File: src/logic/execUnit_settings.svh
`ifndef EXEC_UNIT_SETTINGS_SVH
`define EXEC_UNIT_SETTINGS_SVH

// width of a register value and of every ALU result.
`define EXEC_XLEN 32

// width of a program counter and of a jump target.
`define EXEC_ALEN 32

// width of a reorder-buffer entry tag.
// sixteen entries in flight.
`define EXEC_TAG_W 4

// mask width for the shift amount on RV32.
`define EXEC_SHAMT_W 5

`endif

File: src/logic/execPkg.sv
`include "execUnit_settings.svh"

package execPkg;

    // operation codes handed over by the reservation stations.
    typedef enum logic [4:0] {
        opInvalid = 5'd0,
        opLui     = 5'd1,
        opAuipc   = 5'd2,
        opJal     = 5'd3,
        opJalr    = 5'd4,
        opBeq     = 5'd5,
        opBne     = 5'd6,
        opBlt     = 5'd7,
        opBge     = 5'd8,
        opBltu    = 5'd9,
        opBgeu    = 5'd10,
        opAddi    = 5'd11,
        opSlti    = 5'd12,
        opSltiu   = 5'd13,
        opXori    = 5'd14,
        opOri     = 5'd15,
        opAndi    = 5'd16,
        opSlli    = 5'd17,
        opSrli    = 5'd18,
        opSrai    = 5'd19,
        opAdd     = 5'd20,
        opSub     = 5'd21,
        opSll     = 5'd22,
        opSlt     = 5'd23,
        opSltu    = 5'd24,
        opXor     = 5'd25,
        opSrl     = 5'd26,
        opSra     = 5'd27,
        opOr      = 5'd28,
        opAnd     = 5'd29
    } opKind;

    // one operand-ready instruction with imm already sign-extended.
    typedef struct packed {
        logic [`EXEC_ALEN-1:0]  pc;
        opKind                  op;
        logic [`EXEC_XLEN-1:0]  imm;
        logic [`EXEC_TAG_W-1:0] tag;
        logic [`EXEC_XLEN-1:0]  rs1Val;
        logic [`EXEC_XLEN-1:0]  rs2Val;
    } issueSlot;

    // common data bus word seen by rs, load-store buffer and rob.
    typedef struct packed {
        logic                   valid;
        logic [`EXEC_TAG_W-1:0] tag;
        logic [`EXEC_XLEN-1:0]  data;
    } cdbWord;

    // jump outcome for the reorder buffer only.
    typedef struct packed {
        logic                  jump;
        logic [`EXEC_ALEN-1:0] target;
    } jumpVerdict;

endpackage

File: src/logic/aluPath.sv
`timescale 1ns/10ps
`include "execUnit_settings.svh"

module aluPath (
    input  execPkg::issueSlot     slot,
    output logic [`EXEC_XLEN-1:0] value
);
    import execPkg::*;

    logic                     regForm;
    logic [`EXEC_XLEN-1:0]    opA;
    logic [`EXEC_XLEN-1:0]    opB;
    logic [`EXEC_SHAMT_W-1:0] shamt;
    logic                     ltSigned;
    logic                     ltUnsigned;
    logic [`EXEC_XLEN-1:0]    pcRel;
    logic [`EXEC_XLEN-1:0]    linkAddr;

    // register forms read rs2, the immediate forms read imm.
    always_comb begin
        regForm = slot.op inside {opAdd, opSub, opSll, opSlt, opSltu,
                                  opXor, opSrl, opSra, opOr, opAnd};
    end

    assign opA = slot.rs1Val;
    assign opB = regForm ? slot.rs2Val : slot.imm;

    // RV32 only looks at the low five bits of the amount.
    assign shamt = opB[`EXEC_SHAMT_W-1:0];

    assign ltSigned   = $signed(opA) < $signed(opB);
    assign ltUnsigned = opA < opB;

    assign pcRel    = slot.pc + slot.imm;
    assign linkAddr = slot.pc + `EXEC_ALEN'(4);

    always_comb begin
        case (slot.op)
            opLui: begin
                value = slot.imm;
            end
            opAuipc: begin
                value = pcRel;
            end
            // return address for the link register.
            opJal, opJalr: begin
                value = linkAddr;
            end
            opAdd, opAddi: begin
                value = opA + opB;
            end
            opSub: begin
                value = opA - opB;
            end
            opSll, opSlli: begin
                value = opA << shamt;
            end
            opSlt, opSlti: begin
                value = `EXEC_XLEN'(ltSigned);
            end
            opSltu, opSltiu: begin
                value = `EXEC_XLEN'(ltUnsigned);
            end
            opXor, opXori: begin
                value = opA ^ opB;
            end
            opSrl, opSrli: begin
                value = opA >> shamt;
            end
            opSra, opSrai: begin
                value = $signed(opA) >>> shamt;
            end
            opOr, opOri: begin
                value = opA | opB;
            end
            opAnd, opAndi: begin
                value = opA & opB;
            end
            // branches write no register.
            default: begin
                value = '0;
            end
        endcase
    end

endmodule

File: src/logic/branchPath.sv
`timescale 1ns/10ps
`include "execUnit_settings.svh"

module branchPath (
    input  execPkg::issueSlot     slot,
    output logic                  jump,
    output logic [`EXEC_ALEN-1:0] target
);
    import execPkg::*;

    logic                  isEqual;
    logic                  ltSigned;
    logic                  ltUnsigned;
    logic [`EXEC_ALEN-1:0] pcTarget;
    logic [`EXEC_ALEN-1:0] regTarget;

    // three compares cover all six branch kinds.
    assign isEqual    = slot.rs1Val == slot.rs2Val;
    assign ltSigned   = $signed(slot.rs1Val) < $signed(slot.rs2Val);
    assign ltUnsigned = slot.rs1Val < slot.rs2Val;

    always_comb begin
        case (slot.op)
            opBeq:         jump = isEqual;
            opBne:         jump = !isEqual;
            opBlt:         jump = ltSigned;
            opBge:         jump = !ltSigned;
            opBltu:        jump = ltUnsigned;
            opBgeu:        jump = !ltUnsigned;
            opJal, opJalr: jump = 1'b1;
            default:       jump = 1'b0;
        endcase
    end

    assign pcTarget  = slot.pc + slot.imm;
    assign regTarget = slot.rs1Val + slot.imm;

    // jalr drops bit 0 of the sum, every other kind is pc relative.
    // the rob compares this against the front end's guess, even for jal.
    always_comb begin
        if (slot.op == opJalr) begin
            target = {regTarget[`EXEC_ALEN-1:1], 1'b0};
        end else begin
            target = pcTarget;
        end
    end

endmodule

File: src/logic/resultBroadcast.sv
`timescale 1ns/10ps
`include "execUnit_settings.svh"

module resultBroadcast (
    input  logic                   clk,
    input  logic                   rst,
    input  logic                   rdy,
    input  logic                   issueEn,
    input  logic [`EXEC_TAG_W-1:0] tag,
    input  logic [`EXEC_XLEN-1:0]  value,
    input  logic                   jump,
    input  logic [`EXEC_ALEN-1:0]  target,
    output execPkg::cdbWord        cdb,
    output execPkg::jumpVerdict    verdict
);

    logic                   validQ;
    logic                   jumpQ;
    logic [`EXEC_TAG_W-1:0] tagQ;
    logic [`EXEC_XLEN-1:0]  dataQ;
    logic [`EXEC_ALEN-1:0]  targetQ;

    // an idle accepted edge retires the previous word.
    always_ff @(posedge clk) begin
        if (rst) begin
            validQ <= 1'b0;
            jumpQ  <= 1'b0;
        end else if (rdy) begin
            validQ <= issueEn;
            jumpQ  <= issueEn & jump;
        end
    end

    // payload only moves on a real issue.
    always_ff @(posedge clk) begin
        if (rdy && issueEn) begin
            tagQ    <= tag;
            dataQ   <= value;
            targetQ <= target;
        end
    end

    assign cdb = '{valid: validQ, tag: tagQ, data: dataQ};

    assign verdict = '{jump: jumpQ, target: targetQ};

endmodule

File: src/logic/executeUnit.sv
`timescale 1ns/10ps
`include "execUnit_settings.svh"

module executeUnit (
    input  logic                clk,
    input  logic                rst,
    input  logic                rdy,
    input  logic                issueEn,
    input  execPkg::issueSlot   slot,
    output execPkg::cdbWord     cdb,
    output execPkg::jumpVerdict verdict
);

    logic [`EXEC_XLEN-1:0] value;
    logic                  jump;
    logic [`EXEC_ALEN-1:0] target;

    // both paths see the same slot in the same cycle.
    aluPath aluPathInst (
        .slot  (slot),
        .value (value)
    );

    branchPath branchPathInst (
        .slot   (slot),
        .jump   (jump),
        .target (target)
    );

    resultBroadcast resultBroadcastInst (
        .clk     (clk),
        .rst     (rst),
        .rdy     (rdy),
        .issueEn (issueEn),
        .tag     (slot.tag),
        .value   (value),
        .jump    (jump),
        .target  (target),
        .cdb     (cdb),
        .verdict (verdict)
    );

endmodule

File: config.mk
export PLATFORM = sky130hd
export DESIGN_NAME = executeUnit
export DESIGN_NICKNAME = d
export VERILOG_FILES = /design/src/logic/execPkg.sv /design/src/logic/aluPath.sv /design/src/logic/branchPath.sv /design/src/logic/resultBroadcast.sv /design/src/logic/executeUnit.sv
export VERILOG_INCLUDE_DIRS = /design/src /design/src/logic
export SDC_FILE = /design/constraint.sdc
export NUM_CORES = 1
export LEC_CHECK = 0
export BUFFER_PORTS_ARGS = -buffer_cell sky130_fd_sc_hd__buf_4
export CORE_AREA = 2 2 281 283
export CTS_CLUSTER_DIAMETER = 30
export DETAILED_ROUTE_END_ITERATION = 10
export DIE_AREA = 0 0 283 285
export SLEW_MARGIN = 15
export SYNTH_ARGS = -nofsm -noshare
export SYNTH_HDL_FRONTEND = slang
export SYNTH_HIERARCHICAL = 1
export SYNTH_SLANG_ARGS = --single-unit
File: constraint.sdc
create_clock -name clk -period 5 [get_ports clk]
set_input_delay 0.25 -clock clk [delete_from_list [all_inputs] [get_ports clk]]
set_output_delay 0.25 -clock clk [all_outputs]
set_load 0.02 [all_outputs]
Word level (Yosys, flattened, before mapping):

Cells that the tools add are included.
Widths: inputs -> output; s select.

* muxes and demuxes: 4
* reductions and logical operators: 15
* $mul: 0
* $lt $le $gt $ge: 4
* bitwise gates (word level): 4
* add/sub/neg operators: 5
* equal/unequal tests: 30
* shifts and indexed selects: 3
* div/mod/pow operators: 0

Operators with widths (count)
* $pmux 32 s13: 1
* $lt 32x32->1: 4
* $add 32x32->32: 3
* $eq 5x5->1 const B: 14
* $mux 32: 2
* $eq 5x4->1 const B: 8
* $add 32x3->32 const B: 1
* $and 32x32->32: 1
* $eq 32x32->1: 1
* $or 32x32->32: 1
* $shl 32x5->32: 1
* $shr 32x5->32: 1
* $sshr 32x5->32: 1
* $sub 32x32->32: 1
* $xor 32x32->32: 1
* $eq 5x3->1 const B: 4
* $reduce_or 2->1: 10
* $eq 5x2->1 const B: 2
* $reduce_bool 10->1: 1
* $pmux 1 s7: 1
* $eq 5x1->1 const B: 1
* $logic_not 1->1: 3
* $and 1x1->1: 1
* $logic_and 1x1->1: 1

* register bits: 70
* latch bits: 0
* memories: 0
* logic and storage cells: 71
* output and inout port bits: 70
* input bits: 141
* memory bits (read-only): 0
* bits in writable memories: 0

Depth between registers and ports, before layout:

Gate-level depths: netlist of run 1.

* depth in word-level cells: 5
* depth in mapped cells: 20

By module:

Netlist of run 1, hierarchy kept.

Modules (own cells, without submodules)
* aluPath: area each 12700.9 um^2, sequential area each 0.0 um^2, cells an instance 1928, instances 1
* branchPath: area each 4431.8 um^2, sequential area each 0.0 um^2, cells an instance 626, instances 1
* resultBroadcast: area each 2134.5 um^2, sequential area each 2082.0 um^2, cells an instance 78, instances 1

Least setup slack after synthesis of run 1:

OpenSTA, ideal clock, no wires.

* path type: input-to-reg
* from: in slot[104] (netlist name)
* to: reg resultBroadcastInst.dataQ[31] (data pin)
* slack: 492 ps
* data required time: 4741 ps
* path buffers: 4
* stages on the path: 19
* data arrival time: 4249 ps
* setup time: 259 ps
* cells stage by stage: buf_2 > o21a_1 > and2_4 > clkbuf_1 > buf_1 > mux2_2 > inv_1 > ha_1 > clkbuf_1 > clkinv_1 > or3_1 > nand3b_1 > a21oi_1 > o31a_1 > o21a_1 > o31ai_1 > xnor2_1 > o22ai_1 > a211o_1

* cells in the longest elaborated chain, start to end: 5
* elaborated cells between the ends (all ways): 44
* classes of those cells: add/sub: 2; eq/ne: 23; shift: 3; mux: 2; bitwise: 3; reduce/logical: 11

Ends and longest elaborated chain
* start: declaration: line executeUnit.sv:9 `input execPkg::issueSlot slot,`
* $eq 5x5->1: line aluPath.sv:21, aluPath.sv:38
* $reduce_bool 10->1: line aluPath.sv:21 `regForm = slot.op inside {opAdd, opSub, opSll, opSlt, opSltu,`
* $mux 32: line aluPath.sv:26 `assign opB = regForm ? slot.rs2Val : slot.imm;`
* $sub 32x32->32 (tied with other cells): line aluPath.sv:53 `value = opA - opB;`
* $pmux 32 s13 (*): line aluPath.sv:38 `case (slot.op)`
* net value[31]: line executeUnit.sv:14 `` logic [`EXEC_XLEN-1:0] value; ``
* end signal: assignment: line resultBroadcast.sv:38 `dataQ <= value;`
* end: declaration: line resultBroadcast.sv:20 `` logic [`EXEC_XLEN-1:0] dataQ; ``

The timed path passes the listed nets; every way through them passes the cells marked *.
A chain may end at the register's enable or synchronous reset.

Worst setup path after layout of run 1:

* from: in slot[102] (netlist name)
* to: reg resultBroadcastInst.dataQ[6] (data pin)

The elaborated chain is that of the path after synthesis.

==> results of run 1 <==
==> cell families after synthesis <==
group                    Yosys count  share of synthesized area [%]
AO/OA/AOI/OAI                    934                           32.8
AND/OR/NAND/NOR                  798                           19.8
buffers and inverters            298                           6.20
adder cells (fa/ha/maj)          235                           15.4
multiplexers                     172                           9.27
XOR/XNOR                         125                           5.68
flip-flops                        70                           10.8
==> Yosys cell counts (all sizes together), types with 10 or more instances <==
cell type / count / share of area, %
a21oi: 247 / 6.6
clkbuf: 99 / 2.0
inv: 152 / 3.0
o21bai: 31 / 1.2
xnor2: 75 / 3.4
or4: 10 / 0.41
a211oi: 44 / 1.8
a211o: 18 / 0.82
edfxtp: 68 / 11
a221oi: 28 / 1.3
nand2: 215 / 4.2
nand3: 79 / 2.1
o31ai: 20 / 0.81
a31oi: 25 / 0.81
nor4: 24 / 0.78
o221ai: 24 / 1.1
a311oi: 12 / 0.58
nor2: 229 / 4.5
buf: 45 / 1.1
o22ai: 25 / 0.81
and2: 16 / 0.56
nor2b: 23 / 0.75
a2111oi: 13 / 0.66
mux2i: 131 / 6.9
nand2b: 30 / 0.97
xor2: 50 / 2.3
ha: 231 / 15
nand4: 32 / 1.0
o21a: 29 / 1.1
or2: 12 / 0.39
or3: 22 / 0.72
nor3: 57 / 1.5
and3: 20 / 0.66
a221o: 10 / 0.52
a22oi: 28 / 1.1
o2111ai: 13 / 0.62
o21ai: 168 / 4.4
a21o: 60 / 2.3
mux2: 41 / 2.4
o211ai: 49 / 1.9
==> report_power, final <==
part	switching (mW)	internal, mW	leakage (nW)
registers	0.0270	0.734	0.638
clock network	0.314	0.335	0.124
logic	2.11	1.11	8.86
==> metal layers <==
metal	up-vias	wire (µm)
li1	10300	-
met1	11100	47900
met2	1446	46500
met3	275	12900
met4	4	7750
met5	-	18
==> layout make-up <==
| cell class | instances | area (µm²) | share of cell area, % |
|---|---|---|---|
| clock inverter | 7 | 48.8 | 0.216 |
| inverter | 154 | 578 | 2.56 |
| multi-input combinational | 2264 | 16000 | 70.9 |
| tap | 1050 | 1310 | 5.81 |
| timing repair buffer | 303 | 2320 | 10.3 |
| sequential | 70 | 2080 | 9.21 |
| antenna | 4 | 10.0 | 0.0443 |
| clock buffer | 9 | 225 | 0.996 |
==> state kept, by name, summed over array words and instances, names as in the netlist <==
register,flops
resultBroadcastInst/dataQ,32
resultBroadcastInst/targetQ,32
resultBroadcastInst/tagQ,4
resultBroadcastInst/jumpQ,1
resultBroadcastInst/validQ,1
==> layout by cell type (no fill, tap or decap), types with 24 or more instances in the layout <==
cell / instances
buf_4: 299
o21a_1: 29
a31oi_1: 25
a22oi_1: 28
nand2_1: 215
a21o_1: 59
ha_1: 231
mux2i_1: 130
o21bai_1: 31
nand4_1: 32
xnor2_1: 75
xor2_1: 50
a21oi_1: 241
nand2b_1: 30
o221ai_1: 24
edfxtp_1: 68
nor3_1: 53
o21ai_0: 160
mux2_2: 40
o211ai_1: 48
o22ai_1: 25
nor2_1: 228
inv_1: 147
a211oi_1: 41
nand3_1: 79
a221oi_1: 26
==> critical path: cells and delay by family <==
kind / cells / cell delay [ns]
compound gates: 9 / 2.95
fa+ha+maj: 2 / 0.66
buf+inv: 2 / 0.43
simple gates: 2 / 0.28
==> final timing paths <==
path	from	endpoint	slack (ns)
max	slot[102]	resultBroadcastInst/dataQ[6]$_DFFE_PP_	0.42
min reg2reg	resultBroadcastInst/jumpQ$_SDFFE_PP0P_	resultBroadcastInst/jumpQ$_SDFFE_PP0P_	0.46
min	rst	resultBroadcastInst/jumpQ$_SDFFE_PP0P_	0.02
max reg2reg	resultBroadcastInst/validQ$_SDFFE_PP0P_	resultBroadcastInst/validQ$_SDFFE_PP0P_	4.41
==> impl_metrics.ini, run 1 <==
[synth]
yosysUniqueCellTypes = 110
yosysWarnings = 6
netlist_area_um2 = 19300
ys_ff_latch = 70
postSynthCellCount = 2632
synth.avg_cell_area_um2 = 7.32
syn_nets = 3008
synth_edf_count = 68
synthFlopType = edfxtp_1
ys_async_sr_fraction_pct = 0
ys_seq_area_share_pct = 10.8

[timing]
drv_slew = 0
finalSetupTns_ns = 0
rsz0062_at_grt = false
slew_headroom_pct = 28.0
finalCriticalPeriod_ns = 4.58
fmax_mhz = 218
setup_slack_ns = 0.416
skew_ns = 0
tightest_slew_ns = 1.07
fin_hold_ws_ns = 0.0246
final-setup-viol-count = 0
finalHoldViolCount = 0
post-route-period-util_pct = 91.7

[critical_path]
cpPeakStageDelay_ns = 0.89
cpMostUsedCell = o21ai_0
worstSetupPathType = in -> reg
critical_path_required_ns = 5.01
rr_worst_depth = 2
worstPathMaxFanout = 28
arrival_ns = 4.59
crit_slowest_cell = a2111oi_0
start_kind = primary input
end_kind = register
crit_chain = buf_4, nor2b_1, a32o_1, a211o_1, ha_1, fa_1, a21oi_1, o21ai_0, a21oi_1, nor3_1, a2111oi_0, buf_4, o21ai_0, a311oi_1, o21ai_0

[hold_path]
min_delay_path_depth = 2
min-delay-path-class = in -> reg

[pwr]
powerDensity_nw_per_um2 = 205
total_power_mw = 4.63
leakagePower_nw = 9.62
peakVddDrop_uv = 114

[layout]
final_layout_size_suffix_gt1_share_pct = 15.1
syn2layout_area_growth_pct = 17.3
finalInstanceArea_um2 = 22600
num-nets-final = 3178
finalNonFillerCells = 3861
fillers = 8613
utilization_pct = 29.0

[job]
drv_cap = 0

[placement]
place.gp.congestion = 1.11
place_area_um2 = 22300
placedCellCount = 3841
hpwl_um = 93200
io_buffers = 210
pre_cts_ws_ns = 0.248

[routing]
drtPass1Iterations = 6
drtIter0Drc = 3121
drcViolationCount = 0
ant_nets = 0
vias = 23100
wirelength_um = 115000
drt-wirelength-per-cell_um = 29.8
viasPerCell = 5.99

[clocking]
postCtsSetupBuffers = 0
cts_sinks = 70
htreeDepth = 3
cts_resized = 0
cts_hold_buf = 0
cts_tree = built
cts_buffers = 9
clock_latency_ns = 0.38
clk_pin_slew_ns = 0.07
cts-root-to-sink-buffers = 2
cts-root-buf = clkbuf_16

[grt]
grt_util_met3_pct = 7.41
grt_use_met1_pct = 36.5
grt_first_pass_wirelength_um = 161000
antenna_found_initial = 6
gr-usage-all-layers_pct = 27.5
grt.busiest_layer = met2
grt_max_degree = 69
grt_util_met2_pct = 39.4
first_global_vias = 21500
grt_overflow = 0

[outcome]
outcome = finished clean

[die]
ioPinCount = 211
coreArea_um2 = 78000
rows = 103
die-area_um2 = 80700
die_h_um = 285
die_w_um = 283
initial_core_util_pct = 24.7
Note: power is estimated with default switching activity, not from simulation.
==> inputs of run 2 (changes only) <==
--- a/config.mk
+++ b/config.mk
@@ -6,11 +6,12 @@
 export SDC_FILE = /design/constraint.sdc
 export NUM_CORES = 1
 export LEC_CHECK = 0
+export ABC_AREA = 1
 export BUFFER_PORTS_ARGS = -buffer_cell sky130_fd_sc_hd__buf_4
-export CORE_AREA = 2 2 281 283
+export CORE_AREA = 2 2 288 290
 export CTS_CLUSTER_DIAMETER = 30
 export DETAILED_ROUTE_END_ITERATION = 10
-export DIE_AREA = 0 0 283 285
+export DIE_AREA = 0 0 290 292
 export SLEW_MARGIN = 15
 export SYNTH_ARGS = -nofsm -noshare
 export SYNTH_HDL_FRONTEND = slang
==> run 2 against run 1 <==
Against the previous run:
- routed wire length grew 4.0%
- critical path type unchanged
- cell count grew 26%
- first-iteration DRC count shrank 5.0%
==> impl_metrics.ini, run 2 <==
[outcome]
outcome = finished clean

[timing]
fmax_mhz = 238
rsz0062_at_grt = false
tightest_slew_ns = 1.14
finalSetupTns_ns = 0
final-setup-viol-count = 0
finalCriticalPeriod_ns = 4.20
drv_slew = 0
finalHoldViolCount = 0
skew_ns = 0
post-route-period-util_pct = 84.0
slew_headroom_pct = 23.7

[clocking]
clock_latency_ns = 0.41
htreeDepth = 3
cts-root-to-sink-buffers = 2
cts-root-buf = clkbuf_16
clk_pin_slew_ns = 0.08
cts_sinks = 70
cts_tree = built
cts_buffers = 9

[synth]
synth.top_cell.area_share_pct = 18.1
synthFlopType = edfxtp_1
postSynthCellCount = 3605
yosysUniqueCellTypes = 64
ys_async_sr_fraction_pct = 0
yosysWarnings = 6
yosysTopAreaCell = nand2_1
ys_ff_latch = 70
yosys-top-cells-count = nand2_1 (978), nand3_1 (493), inv_1 (436), nor2_1 (340), a21oi_1 (281)
synth_edf_count = 68
ys_seq_area_share_pct = 10.3
synth.avg_cell_area_um2 = 5.61
yosysMostFrequentCell = nand2_1
netlist_area_um2 = 20200
ys_top_cells_by_area = nand2_1 (18%), ha_1 (14%), nand3_1 (12%)
syn_nets = 3981

[grt]
first_global_vias = 25000
grt_max_degree = 64
antenna_found_initial = 3
grt_overflow = 0
grt_first_pass_wirelength_um = 170000
gr-usage-all-layers_pct = 27.4

[routing]
vias = 26300
drtPass1Iterations = 6
drtIter0Drc = 2964
ant_nets = 0
drcViolationCount = 0
viasPerCell = 5.43
drt-wirelength-per-cell_um = 24.7
wirelength_um = 120000

[critical_path]
path_delay_family = simple AND/OR/NAND/NOR gates
worstPathMaxFanout = 33
critical_path_required_ns = 5.16
arrival_ns = 4.36
cpMostUsedCell = nand2_1
crit_chain = buf_4, inv_2, nor2_4, nand3_4, nand3_4, nand2_2, nand2_4, ha_1, fa_1, nand2_1, nand3_1, o21ai_0, inv_1, a21oi_1, inv_1, a21oi_1, o21bai_1, o21ai_0, nand2_1, nor3_1, nand2_1
cpPeakStageDelay_ns = 0.45
start_kind = primary input
critPathBufInv = 4
end_kind = register
worstSetupPathType = in -> reg
crit_slowest_cell = a21oi_1

[die]
coreArea_um2 = 81600
rows = 105
die_w_um = 290
initial_core_util_pct = 24.8
ioPinCount = 211
die-area_um2 = 84700
die_h_um = 292

[layout]
final_layout_size_suffix_gt1_share_pct = 9.58
num-nets-final = 4149
finalNonFillerCells = 4848
final_cell_mix = nand2_1 (978), nand3_1 (493), inv_1 (435)
final_common_cell = nand2_1
antennaDiodeCount = 0
reg_top3 = resultBroadcastInst/dataQ (32), resultBroadcastInst/targetQ (32), resultBroadcastInst/tagQ (4)
syn2layout_area_growth_pct = 15.7

[hold_path]
min-delay-path-class = in -> reg

[placement]
placedCellCount = 4827
place.gp.congestion = 1.05
io_buffers = 210
hpwl_um = 101000

[job]
drv_cap = 0

[pwr]
powerDensity_nw_per_um2 = 204
peakVddDrop_uv = 216
leakagePower_nw = 11.5
[run 2: metal layers]
metal,global-route usage [%],vias up,share of wire (%)
li1,-,12500,-
met1,35.1,12300,42
met2,44.6,1265,45
met3,3.87,241,7.8
met4,14.5,4,5.9
met5,0,-,0.027
[run 2: worst register-to-register path, delay by kind of cell (launching register included)]
kind,cells,cell delay (ns)
flops,1,0.35
simple gates,1,0.06
compound gates,1,0.11
[run 2: per-stage QoR]
stage	util, %	hold WS (ns)	power [mW]	worst slack, ns	cell area (µm²)
3_3_place_gp	28.3	0.417	3.88	0.527	23000
5_1_grt	28.7	0.121	5.07	0.443	23400
4_1_cts	28.7	0.0837	4.72	0.888	23400
3_5_place_dp	28.3	0.419	3.86	0.444	23000
2_1_floorplan	-	0.319	2.68	1.46	20200
6_report	28.7	0.101	4.77	0.799	23400
[run 2: logic make-up after synthesis]
| kind of cell | synth area share, % |
|---|---|
| xor+xnor | 1.43 |
| flops | 10.3 |
| fa+ha+maj | 14.7 |
| mux | 0.0989 |
| simple gates | 43.5 |
| compound gates | 19.3 |
| buf+inv | 10.8 |
[run 2: cell type report]
class                      count  area (µm²)
timing repair buffer         262        2000
tap                         1070        1340
clock buffer                   9         225
multi-input combinational   2982       16000
sequential                    70        2080
fill                        9385       58200
inverter                     448        1680
clock inverter                 7        97.6
[run 2: path summary, 6_finish.rpt]
| path | start | endpoint | slack, ns | cells after the start |
|---|---|---|---|---|
| setup / recovery | slot[100] | resultBroadcastInst/dataQ[20]$_DFFE_PP_ | 0.80 | 21 |
| hold / removal | rdy | resultBroadcastInst/jumpQ$_SDFFE_PP0P_ | 0.10 | 3 |
| setup reg to reg | resultBroadcastInst/validQ$_SDFFE_PP0P_ | resultBroadcastInst/validQ$_SDFFE_PP0P_ | 4.43 | 2 |
| hold reg to reg | resultBroadcastInst/jumpQ$_SDFFE_PP0P_ | resultBroadcastInst/jumpQ$_SDFFE_PP0P_ | 0.46 | 2 |
[run 2: report_power, final]
part | leakage, nW | switching, mW | internal [mW]
registers | 0.636 | 0.0243 | 0.727
logic | 10.7 | 2.24 | 0.949
clock network | 0.154 | 0.393 | 0.440
total | 11.5 | 2.66 | 2.12
[run 2: repair_timing]
item | CTS | global route
hold buffers | 5 | 0
hold endpoints to repair | 6 | 0
setup endpoints to repair | 0 | 0
buffers inserted | 0 | 0
resized for setup | 0 | 0
